## src/hdl/aer_settings.svh

```systemverilog
`ifndef AER_SETTINGS_SVH
`define AER_SETTINGS_SVH

// Pixels per row/column of the sensor array
`define AER_ARRAY_PIXELS 4

// Pixels per side of one level-0 group
`define AER_GROUP_SIZE 2

// Groups per side and in total
`define AER_GROUPS_PER_SIDE 2
`define AER_NUM_GROUPS 4

// Event polarities per pixel, bit 0 is ON and bit 1 is OFF
`define AER_POLARITY 2

// Global coordinate width and local address width inside a group
`define AER_ADDR_W 2
`define AER_LVL_ADD 1

`endif

```

## src/hdl/aer_pkg.sv

```systemverilog
`default_nettype none

`include "aer_settings.svh"

package aer_pkg;

    // One bit per event polarity
    typedef logic [`AER_POLARITY-1:0] polarity_t;

    // Global x or y coordinate of a pixel
    typedef logic [`AER_ADDR_W-1:0] addr_t;

    // Group number in row-major order
    typedef logic [1:0] group_idx_t;

    // Root arbiter states
    typedef enum logic [0:0] {
        ROOT_IDLE,
        ROOT_SERVE
    } root_state_t;

endpackage

`default_nettype wire

```

## src/hdl/pixel_event_latch.sv

```systemverilog
`default_nettype none

`include "aer_settings.svh"

module pixel_event_latch (
    input  wire logic clk_i,
    input  wire logic rst_i,
    input  wire aer_pkg::polarity_t [`AER_ARRAY_PIXELS-1:0][`AER_ARRAY_PIXELS-1:0] event_i,
    input  wire logic [`AER_ARRAY_PIXELS-1:0][`AER_ARRAY_PIXELS-1:0] ack_i,
    output aer_pkg::polarity_t [`AER_ARRAY_PIXELS-1:0][`AER_ARRAY_PIXELS-1:0] pend_o
);

    aer_pkg::polarity_t [`AER_ARRAY_PIXELS-1:0][`AER_ARRAY_PIXELS-1:0] pend_q;

    // The acknowledge clears the held bits first so that a strobe in the
    // same cycle survives and is read out later
    always_ff @(posedge clk_i) begin
        if (rst_i) begin
            pend_q <= '0;
        end else begin
            for (int row = 0; row < `AER_ARRAY_PIXELS; row++) begin
                for (int col = 0; col < `AER_ARRAY_PIXELS; col++) begin
                    if (ack_i[row][col]) begin
                        pend_q[row][col] <= event_i[row][col];
                    end else begin
                        pend_q[row][col] <= pend_q[row][col] | event_i[row][col];
                    end
                end
            end
        end
    end

    assign pend_o = pend_q;

endmodule

`default_nettype wire

```

## src/hdl/pixel_level.sv

```systemverilog
`default_nettype none

`include "aer_settings.svh"

module pixel_level #(
    parameter int GROUP_SIZE = 2,
    parameter int Lvl_ADD    = 1
) (
    input  wire logic clk_i,
    input  wire logic rst_i,
    input  wire logic enable_i,
    input  wire aer_pkg::polarity_t [GROUP_SIZE-1:0][GROUP_SIZE-1:0] req_i,
    input  wire logic [GROUP_SIZE-1:0][GROUP_SIZE-1:0] mask_i,
    output logic req_o,
    output logic [GROUP_SIZE-1:0][GROUP_SIZE-1:0] gnt_o,
    output logic [Lvl_ADD-1:0] x_add_o,
    output logic [Lvl_ADD-1:0] y_add_o,
    output logic active_o,
    output logic grp_release_o
);

    localparam int NUM_PIX = GROUP_SIZE * GROUP_SIZE;
    localparam int IDX_W   = 2 * Lvl_ADD;

    logic [NUM_PIX-1:0] raw_flat;
    logic [NUM_PIX-1:0] pend_flat;
    logic [NUM_PIX-1:0] others;
    logic [IDX_W-1:0]   last_q;
    logic [IDX_W-1:0]   sel_idx;
    logic               sel_found;
    logic               hold_off;
    logic               grant_on;

    // Index is row * GROUP_SIZE + col, so the low half is x and the high half y
    for (genvar row = 0; row < GROUP_SIZE; row++) begin : g_row
        for (genvar col = 0; col < GROUP_SIZE; col++) begin : g_col
            assign raw_flat[row*GROUP_SIZE+col]  = |req_i[row][col];
            assign pend_flat[row*GROUP_SIZE+col] = raw_flat[row*GROUP_SIZE+col]
                                                   & ~mask_i[row][col];
            assign gnt_o[row][col] = grant_on && (sel_idx == IDX_W'(row*GROUP_SIZE+col));
        end
    end

    // Search starts just after the pixel served last
    always_comb begin
        logic [IDX_W-1:0] idx;
        sel_idx   = '0;
        sel_found = 1'b0;
        for (int i = 1; i <= NUM_PIX; i++) begin
            idx = last_q + IDX_W'(i);
            if (!sel_found && pend_flat[idx]) begin
                sel_idx   = idx;
                sel_found = 1'b1;
            end
        end
    end

    // Nothing is granted while an acknowledge for this group is still in flight
    assign hold_off = |mask_i;
    assign grant_on = enable_i && sel_found && !hold_off;

    assign others        = pend_flat & ~(NUM_PIX'(1) << sel_idx);
    assign grp_release_o = grant_on && !(|others);

    assign x_add_o  = sel_idx[Lvl_ADD-1:0];
    assign y_add_o  = sel_idx[IDX_W-1:Lvl_ADD];
    assign req_o    = |pend_flat;
    assign active_o = |raw_flat;

    always_ff @(posedge clk_i) begin
        if (rst_i) begin
            last_q <= '1;
        end else if (grant_on) begin
            last_q <= sel_idx;
        end
    end

endmodule

`default_nettype wire

```

## src/hdl/pixel_groups_l0.sv

```systemverilog
`default_nettype none

`include "aer_settings.svh"

module pixel_groups_l0 (
    input  wire logic clk_i,
    input  wire logic rst_i,
    input  wire aer_pkg::polarity_t [`AER_ARRAY_PIXELS-1:0][`AER_ARRAY_PIXELS-1:0] set_i,
    input  wire logic [`AER_ARRAY_PIXELS-1:0][`AER_ARRAY_PIXELS-1:0] mask_i,
    input  wire logic [`AER_GROUPS_PER_SIDE-1:0][`AER_GROUPS_PER_SIDE-1:0] gnt_top_i,
    output logic [`AER_GROUPS_PER_SIDE-1:0][`AER_GROUPS_PER_SIDE-1:0] req_o,
    output logic grp_release_o,
    output logic [`AER_GROUP_SIZE-1:0][`AER_GROUP_SIZE-1:0] gnt_o,
    output logic [`AER_LVL_ADD-1:0] x_add_o,
    output logic [`AER_LVL_ADD-1:0] y_add_o,
    output logic active_o
);

    aer_pkg::polarity_t [`AER_NUM_GROUPS-1:0][`AER_GROUP_SIZE-1:0][`AER_GROUP_SIZE-1:0] set_group;
    logic [`AER_NUM_GROUPS-1:0][`AER_GROUP_SIZE-1:0][`AER_GROUP_SIZE-1:0] mask_group;
    logic [`AER_NUM_GROUPS-1:0][`AER_GROUP_SIZE-1:0][`AER_GROUP_SIZE-1:0] gnt_temp;
    logic [`AER_NUM_GROUPS-1:0][`AER_LVL_ADD-1:0] x_add_temp;
    logic [`AER_NUM_GROUPS-1:0][`AER_LVL_ADD-1:0] y_add_temp;
    logic [`AER_NUM_GROUPS-1:0] active_temp;
    logic [`AER_NUM_GROUPS-1:0] release_temp;

    for (genvar grp = 0; grp < `AER_NUM_GROUPS; grp++) begin : g_group
        localparam int BASE_ROW = (grp / `AER_GROUPS_PER_SIDE) * `AER_GROUP_SIZE;
        localparam int BASE_COL = (grp % `AER_GROUPS_PER_SIDE) * `AER_GROUP_SIZE;

        // Slice this group's pixels out of the full array
        for (genvar row = 0; row < `AER_GROUP_SIZE; row++) begin : g_row
            for (genvar col = 0; col < `AER_GROUP_SIZE; col++) begin : g_col
                assign set_group[grp][row][col]  = set_i[BASE_ROW+row][BASE_COL+col];
                assign mask_group[grp][row][col] = mask_i[BASE_ROW+row][BASE_COL+col];
            end
        end

        pixel_level #(
            .GROUP_SIZE(`AER_GROUP_SIZE),
            .Lvl_ADD   (`AER_LVL_ADD)
        ) i_pixel_level (
            .clk_i        (clk_i),
            .rst_i        (rst_i),
            .enable_i     (gnt_top_i[grp/`AER_GROUPS_PER_SIDE][grp%`AER_GROUPS_PER_SIDE]),
            .req_i        (set_group[grp]),
            .mask_i       (mask_group[grp]),
            .req_o        (req_o[grp/`AER_GROUPS_PER_SIDE][grp%`AER_GROUPS_PER_SIDE]),
            .gnt_o        (gnt_temp[grp]),
            .x_add_o      (x_add_temp[grp]),
            .y_add_o      (y_add_temp[grp]),
            .active_o     (active_temp[grp]),
            .grp_release_o(release_temp[grp])
        );
    end

    assign active_o = |active_temp;

    // The root grant is one-hot, so at most one group drives the outputs
    always_comb begin
        gnt_o         = '0;
        x_add_o       = '0;
        y_add_o       = '0;
        grp_release_o = 1'b0;
        for (int grp = 0; grp < `AER_NUM_GROUPS; grp++) begin
            if (gnt_top_i[grp/`AER_GROUPS_PER_SIDE][grp%`AER_GROUPS_PER_SIDE]) begin
                gnt_o         = gnt_temp[grp];
                x_add_o       = x_add_temp[grp];
                y_add_o       = y_add_temp[grp];
                grp_release_o = release_temp[grp];
            end
        end
    end

endmodule

`default_nettype wire

```

## src/hdl/group_root_arbiter.sv

```systemverilog
`default_nettype none

`include "aer_settings.svh"

module group_root_arbiter (
    input  wire logic clk_i,
    input  wire logic rst_i,
    input  wire logic [`AER_GROUPS_PER_SIDE-1:0][`AER_GROUPS_PER_SIDE-1:0] req_i,
    input  wire logic grp_release_i,
    output logic [`AER_GROUPS_PER_SIDE-1:0][`AER_GROUPS_PER_SIDE-1:0] gnt_o,
    output aer_pkg::group_idx_t grp_idx_o,
    output logic gnt_valid_o
);

    aer_pkg::root_state_t       state_q;
    aer_pkg::group_idx_t        last_q;
    aer_pkg::group_idx_t        next_idx;
    logic                       next_found;
    logic [`AER_NUM_GROUPS-1:0] req_flat;
    logic [`AER_NUM_GROUPS-1:0] gnt_q;

    for (genvar grp = 0; grp < `AER_NUM_GROUPS; grp++) begin : g_flat
        assign req_flat[grp] = req_i[grp/`AER_GROUPS_PER_SIDE][grp%`AER_GROUPS_PER_SIDE];
        assign gnt_o[grp/`AER_GROUPS_PER_SIDE][grp%`AER_GROUPS_PER_SIDE] = gnt_q[grp];
    end

    // Round-robin pick starts after the group served last
    always_comb begin
        aer_pkg::group_idx_t idx;
        next_idx   = last_q;
        next_found = 1'b0;
        for (int i = 1; i <= `AER_NUM_GROUPS; i++) begin
            idx = last_q + aer_pkg::group_idx_t'(i);
            if (!next_found && req_flat[idx]) begin
                next_idx   = idx;
                next_found = 1'b1;
            end
        end
    end

    always_ff @(posedge clk_i) begin
        if (rst_i) begin
            state_q   <= aer_pkg::ROOT_IDLE;
            gnt_q     <= '0;
            grp_idx_o <= '0;
            last_q    <= aer_pkg::group_idx_t'(`AER_NUM_GROUPS - 1);
        end else begin
            unique case (state_q)
                aer_pkg::ROOT_IDLE: begin
                    if (next_found) begin
                        gnt_q           <= '0;
                        gnt_q[next_idx] <= 1'b1;
                        grp_idx_o       <= next_idx;
                        last_q          <= next_idx;
                        state_q         <= aer_pkg::ROOT_SERVE;
                    end
                end
                aer_pkg::ROOT_SERVE: begin
                    if (grp_release_i) begin
                        gnt_q   <= '0;
                        state_q <= aer_pkg::ROOT_IDLE;
                    end
                end
                default: begin
                    gnt_q   <= '0;
                    state_q <= aer_pkg::ROOT_IDLE;
                end
            endcase
        end
    end

    assign gnt_valid_o = (state_q == aer_pkg::ROOT_SERVE);

endmodule

`default_nettype wire

```

## src/hdl/aer_address_encoder.sv

```systemverilog
`default_nettype none

`include "aer_settings.svh"

module aer_address_encoder (
    input  wire logic clk_i,
    input  wire logic rst_i,
    input  wire logic gnt_valid_i,
    input  wire aer_pkg::group_idx_t grp_idx_i,
    input  wire logic [`AER_GROUP_SIZE-1:0][`AER_GROUP_SIZE-1:0] local_gnt_i,
    input  wire logic [`AER_LVL_ADD-1:0] x_add_i,
    input  wire logic [`AER_LVL_ADD-1:0] y_add_i,
    input  wire aer_pkg::polarity_t [`AER_ARRAY_PIXELS-1:0][`AER_ARRAY_PIXELS-1:0] pend_i,
    output logic aer_valid_o,
    output aer_pkg::addr_t aer_x_o,
    output aer_pkg::addr_t aer_y_o,
    output aer_pkg::polarity_t aer_pol_o,
    output logic [`AER_ARRAY_PIXELS-1:0][`AER_ARRAY_PIXELS-1:0] ack_o,
    output logic [`AER_ARRAY_PIXELS-1:0][`AER_ARRAY_PIXELS-1:0] mask_o
);

    aer_pkg::addr_t     grp_row;
    aer_pkg::addr_t     grp_col;
    aer_pkg::addr_t     x_glb;
    aer_pkg::addr_t     y_glb;
    aer_pkg::polarity_t pol;
    logic               fire;
    logic [`AER_ARRAY_PIXELS-1:0][`AER_ARRAY_PIXELS-1:0] ack_q;

    assign grp_row = aer_pkg::addr_t'(grp_idx_i / `AER_GROUPS_PER_SIDE);
    assign grp_col = aer_pkg::addr_t'(grp_idx_i % `AER_GROUPS_PER_SIDE);
    assign x_glb   = aer_pkg::addr_t'(grp_col * `AER_GROUP_SIZE) + aer_pkg::addr_t'(x_add_i);
    assign y_glb   = aer_pkg::addr_t'(grp_row * `AER_GROUP_SIZE) + aer_pkg::addr_t'(y_add_i);
    assign pol     = pend_i[y_glb][x_glb];

    // A pixel whose acknowledge is still travelling to the latch is not read again
    assign fire = gnt_valid_i && (|local_gnt_i) && !ack_q[y_glb][x_glb];

    always_ff @(posedge clk_i) begin
        if (rst_i) begin
            aer_valid_o <= 1'b0;
            ack_q       <= '0;
        end else begin
            aer_valid_o <= fire;
            ack_q       <= '0;
            if (fire) begin
                ack_q[y_glb][x_glb] <= 1'b1;
            end
        end
    end

    always_ff @(posedge clk_i) begin
        if (fire) begin
            aer_x_o   <= x_glb;
            aer_y_o   <= y_glb;
            aer_pol_o <= pol;
        end
    end

    assign ack_o  = ack_q;
    assign mask_o = ack_q;

endmodule

`default_nettype wire

```

## src/hdl/aer_readout_top.sv

```systemverilog
`default_nettype none

`include "aer_settings.svh"

module aer_readout_top (
    input  wire logic clk_i,
    input  wire logic rst_i,
    input  wire aer_pkg::polarity_t [`AER_ARRAY_PIXELS-1:0][`AER_ARRAY_PIXELS-1:0] event_i,
    output logic aer_valid_o,
    output aer_pkg::addr_t aer_x_o,
    output aer_pkg::addr_t aer_y_o,
    output aer_pkg::polarity_t aer_pol_o,
    output logic active_o
);

    aer_pkg::polarity_t [`AER_ARRAY_PIXELS-1:0][`AER_ARRAY_PIXELS-1:0] pend;
    logic [`AER_ARRAY_PIXELS-1:0][`AER_ARRAY_PIXELS-1:0] ack_map;
    logic [`AER_ARRAY_PIXELS-1:0][`AER_ARRAY_PIXELS-1:0] mask_map;
    logic [`AER_GROUPS_PER_SIDE-1:0][`AER_GROUPS_PER_SIDE-1:0] grp_req;
    logic [`AER_GROUPS_PER_SIDE-1:0][`AER_GROUPS_PER_SIDE-1:0] grp_gnt;
    logic [`AER_GROUP_SIZE-1:0][`AER_GROUP_SIZE-1:0] local_gnt;
    logic [`AER_LVL_ADD-1:0] x_add;
    logic [`AER_LVL_ADD-1:0] y_add;
    logic                    grp_release;
    logic                    gnt_valid;
    aer_pkg::group_idx_t     grp_idx;

    pixel_event_latch i_latch (
        .clk_i  (clk_i),
        .rst_i  (rst_i),
        .event_i(event_i),
        .ack_i  (ack_map),
        .pend_o (pend)
    );

    pixel_groups_l0 i_groups (
        .clk_i        (clk_i),
        .rst_i        (rst_i),
        .set_i        (pend),
        .mask_i       (mask_map),
        .gnt_top_i    (grp_gnt),
        .req_o        (grp_req),
        .grp_release_o(grp_release),
        .gnt_o        (local_gnt),
        .x_add_o      (x_add),
        .y_add_o      (y_add),
        .active_o     (active_o)
    );

    group_root_arbiter i_root (
        .clk_i        (clk_i),
        .rst_i        (rst_i),
        .req_i        (grp_req),
        .grp_release_i(grp_release),
        .gnt_o        (grp_gnt),
        .grp_idx_o    (grp_idx),
        .gnt_valid_o  (gnt_valid)
    );

    aer_address_encoder i_encoder (
        .clk_i      (clk_i),
        .rst_i      (rst_i),
        .gnt_valid_i(gnt_valid),
        .grp_idx_i  (grp_idx),
        .local_gnt_i(local_gnt),
        .x_add_i    (x_add),
        .y_add_i    (y_add),
        .pend_i     (pend),
        .aer_valid_o(aer_valid_o),
        .aer_x_o    (aer_x_o),
        .aer_y_o    (aer_y_o),
        .aer_pol_o  (aer_pol_o),
        .ack_o      (ack_map),
        .mask_o     (mask_map)
    );

endmodule

`default_nettype wire

```

## config.mk

```make
export PLATFORM = sky130hd
export DESIGN_NAME = aer_readout_top
export DESIGN_NICKNAME = d
export VERILOG_FILES = /design/src/hdl/aer_pkg.sv /design/src/hdl/pixel_event_latch.sv /design/src/hdl/pixel_level.sv /design/src/hdl/pixel_groups_l0.sv /design/src/hdl/group_root_arbiter.sv /design/src/hdl/aer_address_encoder.sv /design/src/hdl/aer_readout_top.sv
export VERILOG_INCLUDE_DIRS = /design/src /design/src/hdl
export SDC_FILE = /design/constraint.sdc
export NUM_CORES = 1
export LEC_CHECK = 0
export ABC_AREA = 1
export BUFFER_PORTS_ARGS = -buffer_cell sky130_fd_sc_hd__buf_2
export CAP_MARGIN = 20
export CORE_MARGIN = 2
export CORE_UTILIZATION = 56
export DETAILED_ROUTE_END_ITERATION = 6
export GPL_TIMING_DRIVEN = 1
export PLACE_DENSITY = 0.78
export SYNTH_ARGS = -nofsm -noshare
export SYNTH_HDL_FRONTEND = slang
export SYNTH_HIERARCHICAL = 1
export SYNTH_SLANG_ARGS = --single-unit
```

## constraint.sdc

```tcl
create_clock -name clk_i -period 2.6 [get_ports clk_i]
set_input_delay 0.13 -clock clk_i [delete_from_list [all_inputs] [get_ports clk_i]]
set_output_delay 0.13 -clock clk_i [all_outputs]
set_load 0.01 [all_outputs]
```

; ---- Yosys cells after proc, flatten, opt, wreduce, memory -nomap -nowiden
; Cells that the tools add are included.
[op_classes]
bitwise = 58
shifts = 4
reduce_logical = 109
n_eq_ne = 14
addsub = 17
n_lt_le_gt_ge = 26
muxes = 132
[op_table]
columns = operator, n
row1 = 2-bit two-way mux, 37
row2 = "2-bit by 3-bit < comparator with 1-bit output, second input constant", 23
row3 = 1-bit two-way mux, 57
row4 = 4-bit OR reduction, 13
row5 = 1-bit logical AND, 48
row6 = 1-bit binary-select mux with 2-bit select, 21
row7 = 2-bit OR reduction, 17
row8 = 4-bit two-way mux, 8
row9 = 2-bit bitwise OR, 16
row10 = 32-bit OR reduction, 1
row11 = 1-bit zero test, 24
row12 = "2-bit adder, second input constant", 10
row13 = 1-bit inverter, 18
row14 = 1-bit AND, 16
row15 = 4-bit AND, 4
row16 = 8-bit binary-select mux with 2-bit select, 1
row17 = "2-bit == test, second input constant", 8
row18 = 4-bit inverter, 4
row19 = "1-bit by 2-bit left shift with 4-bit output, first input constant", 4
row20 = "2-bit by 1-bit adder with 2-bit output, second input constant", 5
row21 = 4-bit binary-select mux with 2-bit select, 1
row22 = 4-bit demux with 2-bit select, 1
row23 = "2-bit by 1-bit == test with 1-bit output, second input constant", 4
row24 = 2-bit zero test, 4
row25 = other kinds (10), 15
[word_totals]
reg_bits = 72
inputBits = 34
out_inout_bits = 8
word_cells = 392

; ---- Longest topological paths before layout
; Gate-level depths: netlist of the first run.
[logic_depth]
ltp_word = 27
mapped_depth = 27
mapped_depth_nobuf = 24

; ---- By module
; The synthesis of the first run kept the hierarchy.
[by_module_without_submodules]
columns = mod, cells_per_inst, n_inst, seq_area_each_um2, area_each_um2
row1 = pixel_level, 116, 4, 40.0, 638.1
row2 = aer_address_encoder, 175, 1, 520.5, 1365.1
row3 = pixel_event_latch, 147, 1, 640.6, 1134.8
row4 = group_root_arbiter, 107, 1, 180.2, 760.7
row5 = pixel_groups_l0, 63, 1, 0.0, 281.5

; ---- Least setup slack after synthesis of the first run
; Ideal clock, no wire load.
[synth_timing]
path_type = reg2reg
from = reg i_groups.g_group[2].i_pixel_level.last_q[0]
to = reg i_encoder.aer_pol_o[0], enable pin
path_stages_with_launch = 25
setup_time_ns = 0.350
t_required_ns = 2.250
arrival_ns = 2.327
path_buffers = 2
path_slack_ns = -0.077
synth_period_minus_slack_ns = 2.677
path_cell_list = dfxtp_1 buf_6 inv_8 nand2_1 nand2_4 inv_4 nand3_4 nand2_4 nand2_4 nor2_4 nand3_1 nand2_2 inv_1 a21oi_1 nand2_1 nand2_1 buf_6 inv_4 nand2_1 nand2_1 nand2_1 nand3_1 nand2_1 nand3_1 nor2_1
[synth_lines]
columns = element, line
row1 = "start, declared", pixel_level.sv:28  ; logic [IDX_W-1:0] last_q;
row2 = "start signal, assigned", pixel_level.sv:74  ; last_q <= sel_idx;
row3 = "end signal, assigned", aer_address_encoder.sv:56  ; aer_pol_o <= pol;
row4 = "end, declared", aer_address_encoder.sv:17  ; output aer_pkg::polarity_t aer_pol_o,

==> results of run 1 <==
-- cell usage after synthesis, drive strengths merged --
master and n:
nand2 356, o21ai 5, buf 31, a21oi 56, o211ai 10, nor2 115, clkinv 1, a22oi 16
o21bai 1, nand3 110, clkbuf 3, dfxtp 66, inv 162, edfxtp 6, nand4 18
-- worst max-delay path by stage --
stage                                                     start                      to  slack (ns)  depth (start not counted)
floorplan           i_groups/g_group[2].i_pixel_level/last_q[0]  i_encoder/aer_pol_o[0]        0.01                         24
global placement    i_groups/g_group[0].i_pixel_level/last_q[0]  i_encoder/aer_pol_o[0]       -0.23                         21
detailed placement  i_groups/g_group[0].i_pixel_level/last_q[0]  i_encoder/aer_pol_o[0]       -0.29                         21
CTS                 i_groups/g_group[2].i_pixel_level/last_q[0]      i_encoder/ack_o[3]       -0.07                         25
global route        i_groups/g_group[2].i_pixel_level/last_q[0]      i_encoder/ack_o[7]       -0.39                         22
finish              i_groups/g_group[2].i_pixel_level/last_q[0]      i_encoder/ack_o[1]       -0.26                         22
-- layer usage --
metal | routed length (um) | part of all wire | GRT usage | vias to the layer above
li1 | - | - | - | 3303
met1 | 7330 | 0.38 | 0.384 | 3085
met2 | 9440 | 0.48 | 0.534 | 372
met3 | 1500 | 0.077 | 0.0639 | 124
met4 | 1190 | 0.061 | 0.161 | 0
met5 | 0 | 0 | 0 | -
-- state kept, by name (all words and copies together) (netlist names), 2 cells and up --
name and count:
i_groups/g_group.i_pixel_level/last_q 8, i_root/last_q 2, i_root/gnt_o 4, i_encoder/ack_o 16, i_encoder/aer_x_o 2, i_encoder/aer_y_o 2
i_root/grp_idx_o 2, i_latch/pend_o 32, i_encoder/aer_pol_o 2
-- cells by family (layout without fill, tap and decap cells) --
kind of cell,Yosys count,count (layout),synth area share
AOI/OAI and AO/OA,88,88,0.0840
DFF,72,72,0.246
and+or+nand+nor,599,599,0.511
buffers and inverters,197,363,0.158
-- worst reg2reg max path: cells and delay by family (launching register included) --
kind | cells | cell delay, ns
compound gates | 2 | 0.31
buf+inv | 5 | 0.63
flops | 1 | 0.33
simple gates | 15 | 1.52
-- power by group --
group / switching, mW / internal [mW] / total (mW)
combinational: 4.52 / 3.04 / 7.56
clock: 0.440 / 0.431 / 0.871
sequential: 0.291 / 1.38 / 1.67
total: 5.25 / 4.85 / 10.1
-- stage by stage --
stage | worst slack, ns | power, mW | setup TNS (ns)
2_1_floorplan | 0.0150 | 6.04 | 0
3_3_place_gp | -0.227 | 7.72 | -3.54
3_5_place_dp | -0.287 | 7.83 | -4.50
4_1_cts | -0.0703 | 9.31 | -0.884
5_1_grt | -0.389 | 10.8 | -9.30
6_report | -0.257 | 10.1 | -5.15
-- what timing repair did --
item / CTS / global route
hold endpoints to repair: 13 / 0
cloned: 1 / 0
endpoints found under the setup margin: 26 / 30
gates resized for setup: 81 / 72
pin swaps: 36 / 41
hold buffers: 13 / 0
buffers inserted: 9 / 7
-- cell type report --
class | instances | area (um2) | share of cell area
inverters | 163 | 687 | 0.0846
multi-input cells | 687 | 4110 | 0.506
clock inverters | 2 | 12.5 | 0.00154
clock buffers | 14 | 174 | 0.0214
well taps | 140 | 175 | 0.0216
flip-flops and latches | 72 | 1520 | 0.187
repair buffers | 184 | 1450 | 0.178
==> metrics.md, run 1 <==
| Metric | Value |
|---|---|
| Clock latency on the worst-skew pair | 0.37 ns |
| Top cells by area, synth | dfxtp_1 22%, nand2_1 18%, inv_1 8.9% |
| Worst Setup Start Kind | flop |
| Global-route wire length before repair | 29.1 mm |
| Smallest hold slack | 0.00515 ns |
| Min Tclk post-route | 2.86 ns |
| Post-DP Area | 0.00709 mm2 |
| Finish-stage setup viols | 26 |
| CP delay by family, top | simple AND/OR/NAND/NOR gates |
| Synth area leader | dfxtp_1 |
| Hold Vio Cnt, Final | 0 |
| FF+latch count, synth | 72 |
| Root Buffer | clkbuf_8 |
| Outcome | finished with violations |
| Vias per cell | 5.45 |
| Clock buffer depth | 2 |
| Post-Synthesis Cells | 956 |
| Most used cell, CP | nand2_1 |
| Max Cap Violations | 0 |
| Vias in the first global route | 6247 |
| Final ANT Viol Nets | 0 |
| Number of iterations in the first detailed-routing pass | 7 |
| Reg2reg setup slack | -0.26 ns |
| Pins Over Slew Limit | 0 |
| CP endpoint kind | flop |
| Leak | 4.09 nW |
| Origin of the worst min-delay path | event_i[19] |
| Utilization after layout | 0.756 |
| Worst endpoint required time | 2.90 ns |
| Critical path class | reg -> reg |
| Worst Reg-to-Reg Cells | 22 |
| Synth Cell Area | 0.00609 mm2 |
| Worst Setup Slack, final | -0.257 ns |
| Largest stage delay, worst path | 0.33 ns |
| Synth warnings | 6 |
| Worst-path cell chain | buf_12 > inv_8 > nand3_2 > nand3_2 > nand2_4 > buf_4 > nand4_1 > nor2_1 > nor2_4 > nand2_2 > nor2_2 > inv_2 > a21oi_2 > nand2_2 > nand2_1 > nor2_1 > nand2_1 > nand2_1 > a21oi_2 > nand3_4 > buf_12 > nor2_4 |
| Std cell rows | 38 |
| Post-Layout Cell Count | 1262 |
| Die height | 108 um |
| Die X-Extent | 108 um |
| Post-DP HPWL | 12.8 mm |
| First DRT Iteration DRCs | 530 |
| Worst-path maximum fanout | 8 |
| Final clock skew | 0.0101 ns |
| DRC viols | 2 |
| Final Cell Area | 0.00812 mm2 |
| Synth unique cells | 33 |
| Largest net degree at the start of global routing | 26 |
| Avg WL per Cell | 15.4 um |
| Worst Hold Endpoint | i_latch/pend_o[19] |
| Grt total ovfl | 0 |
| Commonest non-fill, non-tap cell in the layout | nand2_1 |
| Unrepaired setup endpoints after global routing | yes |
| Die area | 0.0117 mm2 |
| Fmax achieved | 0.350 GHz |
| CTS Buf Count | 9 |
| Initial antenna violation count | 0 |
| Final net count | 1151 |
| CTS tree | yes |
| Syn_area_per_cell | 6.38 um2 |
| Syn Nets | 990 |
| Final period utilization | 1.10 |
| Antenna Cells | 0 |
| Worst hold path class | in -> reg |
| P per Cell Area | 1240 mW/mm2 |
| Starting density of the core | 0.567 |
| Clk pin slew, worst setup/hold paths | 0.07 ns |
| Buf/Inv on CP | 5 |
| Peak VDD IR | 0.000756 V |
| Hold Crit Depth | 3 |
| Post-placement cell count | 1216 |
| FILL cells | 786 |
| CP max-delay cell | dfxtp_2 |
| WP data arrival | 3.16 ns |
| Post-Route WL | 19.5 mm |
| Share of cells above drive strength 1 | 0.390 |
| Worst-Margin Slew | 0.567 ns |
| Final GP Congestion | 0.933 |
| Failing checks | design-rule violations, negative setup slack |
| Reg2reg end | i_encoder/ack_o[1] |
| Sequential fraction of the synthesis area | 0.246 |
| Commonest cells after routing, fill and taps aside | 245 x nand2_1, 139 x inv_1, 115 x buf_4, 79 x nand2_2, 65 x nand3_1 |
| Launch point of the worst reg-to-reg path | i_groups/g_group[2].i_pixel_level/last_q[0] |
| Vias | 6884 |
| PortBufs | 41 |
| Slew headroom | 0.622 |
| Io pins | 42 |
| H-tree level count | 3 |
| Yosys top cell area share | 0.217 |
| Area Growth Syn to Fin | 33.2% |
| CORE AREA | 0.0107 mm2 |
| GRT Resource Usage Total | 0.317 |
| Clock Sinks | 72 |
Note: power is estimated with default switching activity, not from simulation.
==> inputs of run 2 (changes only) <==
Settings changed: RECOVER_POWER set to 25.
==> metrics.md, run 2 (same netlist as run 1, synthesis figures left out) <==
| Metric | Value |
|---|---|
| Outcome | finished with violations |
| Failing checks | design-rule violations, negative setup slack |
| First DRT Iteration DRCs | 462 |
| Launch point of the worst reg-to-reg path | i_groups/g_group[2].i_pixel_level/last_q[0] |
| Peak VDD IR | 0.000766 V |
| Design Power | 10.1 mW |
| Commonest cells after routing, fill and taps aside | 245 x nand2_1, 139 x inv_1, 105 x buf_4, 79 x nand2_2, 65 x nand3_1 |
| Clk pin slew, worst setup/hold paths | 0.08 ns |
| Root Buffer | clkbuf_8 |
| Leak | 4.05 nW |
| Commonest non-fill, non-tap cell in the layout | nand2_1 |
| Hold Vio Cnt, Final | 0 |
| Reg2reg end | i_encoder/ack_o[1] |
| PortBufs | 41 |
| Share of cells above drive strength 1 | 0.381 |
| CP max-delay cell | dfxtp_2 |
| Worst endpoint required time | 2.90 ns |
| Unrepaired setup endpoints after global routing | yes |
| CP Launch Point | i_groups/g_group[2].i_pixel_level/last_q[0] |
| Post-DP Area | 0.00709 mm2 |
| WP data arrival | 3.16 ns |
| Final GP Congestion | 0.933 |
| CP endpoint kind | flop |
| Global-route wire length before repair | 29.1 mm |
| Worst Reg-to-Reg Cells | 22 |
| Area Growth Syn to Fin | 32.6% |
| Worst Setup Slack, final | -0.261 ns |
| Worst-Margin Slew | 0.569 ns |
| WP depth | 22 |
| FILL cells | 805 |
| Grt total ovfl | 0 |
| P per Cell Area | 1250 mW/mm2 |
| Starting density of the core | 0.567 |
| Final net count | 1151 |
| CORE AREA | 0.0107 mm2 |
| Reg2reg setup slack | -0.26 ns |
| Clock buffer depth | 2 |
| Io pins | 42 |
| Final ANT Viol Nets | 0 |
| Most used cell, CP | nand2_1 |
| Placement Setup Slack | -0.287 ns |
| Buf/Inv on CP | 5 |
| Final Cell Area | 0.00808 mm2 |
| Setup Total Neg Slack | -5.21 ns |
| Worst-path cell chain | buf_12 > inv_8 > nand3_2 > nand3_2 > nand2_4 > buf_4 > nand4_1 > nor2_1 > nor2_4 > nand2_2 > nor2_2 > inv_2 > a21oi_2 > nand2_2 > nand2_1 > nor2_1 > nand2_1 > nand2_1 > a21oi_2 > nand3_4 > buf_12 > nor2_4 |
| Min Tclk post-route | 2.86 ns |
| DRC viols | 2 |
| Worst hold path class | in -> reg |
| Initial antenna violation count | 0 |
| Die area | 0.0117 mm2 |
| CTS tree | yes |
| H-tree level count | 3 |
| Largest net degree at the start of global routing | 26 |
| Die X-Extent | 108 um |
| Std cell rows | 38 |
| Critical path class | reg -> reg |
| Vias | 6859 |
| CTS Buf Count | 9 |
| Smallest hold slack | 0.00579 ns |
| Finish-stage setup viols | 26 |
| Clock Sinks | 72 |
| Clock latency on the worst-skew pair | 0.37 ns |
| Largest stage delay, worst path | 0.33 ns |
| Number of iterations in the first detailed-routing pass | 7 |
| Worst Setup Start Kind | flop |
| Fmax achieved | 0.350 GHz |
| GRT Resource Usage Total | 0.317 |
| CP delay by family, top | simple AND/OR/NAND/NOR gates |
| Antenna Cells | 0 |
| Max Cap Violations | 0 |
| Post-Route WL | 19.5 mm |
| Die height | 108 um |
| Post-DP HPWL | 12.8 mm |
| Vias in the first global route | 6247 |
| Pins Over Slew Limit | 0 |
| Vias per cell | 5.44 |
| Final clock skew | 0.0139 ns |
| Max FFs per register | 32 |
| Slew headroom | 0.621 |
| CP endpoint | i_encoder/ack_o[1] |
| Final period utilization | 1.10 |
| Worst-path maximum fanout | 8 |
| Avg WL per Cell | 15.4 um |
run 2: area by class of cell:
class	instances	area [um2]	share of cell area
Clock buffer	14	174	0.0215
Clock inverter	2	12.5	0.00155
Inverter	163	687	0.0850
Multi-Input combinational cell	687	4110	0.508
Sequential cell	72	1520	0.188
Tap cell	140	175	0.0217
Timing Repair Buffer	184	1410	0.174
run 2: how the worst min path moves through the flow:
| stage | slack [ns] | from | cells after the start | endpoint |
|---|---|---|---|---|
| after global placement | 0.37 | event_i[22] | 3 | i_latch/pend_o[22] |
| after global routing | 0.01 | event_i[23] | 3 | i_latch/pend_o[23] |
| final | 0.006 | event_i[7] | 3 | i_latch/pend_o[7] |
| after detailed placement | 0.37 | event_i[9] | 3 | i_latch/pend_o[9] |
| after CTS | 0.0002 | event_i[26] | 3 | i_latch/pend_o[26] |
| after floorplan | 0.20 | rst_i | 1 | i_latch/pend_o[28] |
run 2: where the power goes:
group	switching [mW]	internal [mW]	total (mW)
registers	0.293	1.38	1.68
clock network	0.445	0.431	0.876
logic	4.51	3.03	7.54
run 2: repair_timing:
item	in CTS	in global routing
pin swaps	36	41
resized for setup	81	72
hold buffers	13	0
hold endpoints to repair	13	0
setup endpoints to repair	26	30
setup buffers	9	7
gates cloned	1	0
run 2: routing by layer:
metal	global-route usage	vias up	part of all wire
met5	0	-	0
met3	0.0639	121	0.074
met4	0.161	0	0.058
li1	-	3300	-
met2	0.534	351	0.49
met1	0.384	3087	0.38
run 2: worst register-to-register path, cell delays in order, from the launching register on:
cell and delay [ns]:
dfxtp_2 0.33, buf_12 0.14, inv_8 0.09, nand3_2 0.14
nand3_2 0.14, nand2_4 0.07, buf_4 0.14, nand4_1 0.12
nor2_1 0.08, nor2_4 0.14, nand2_2 0.08, nor2_2 0.13
inv_2 0.06, a21oi_2 0.15, nand2_2 0.08, nand2_1 0.06
nor2_1 0.04, nand2_1 0.10, nand2_1 0.08, a21oi_2 0.16
nand3_4 0.17, buf_12 0.20, nor2_4 0.08
run 2: metrics by stage:
| stage | instances | utilization |
|---|---|---|
| after floorplan | 956 | - |
| after global placement | 1216 | 0.660 |
| after detailed placement | 1216 | 0.660 |
| after CTS | 1255 | 0.724 |
| after global routing | 1262 | 0.752 |
| final | 1262 | 0.752 |
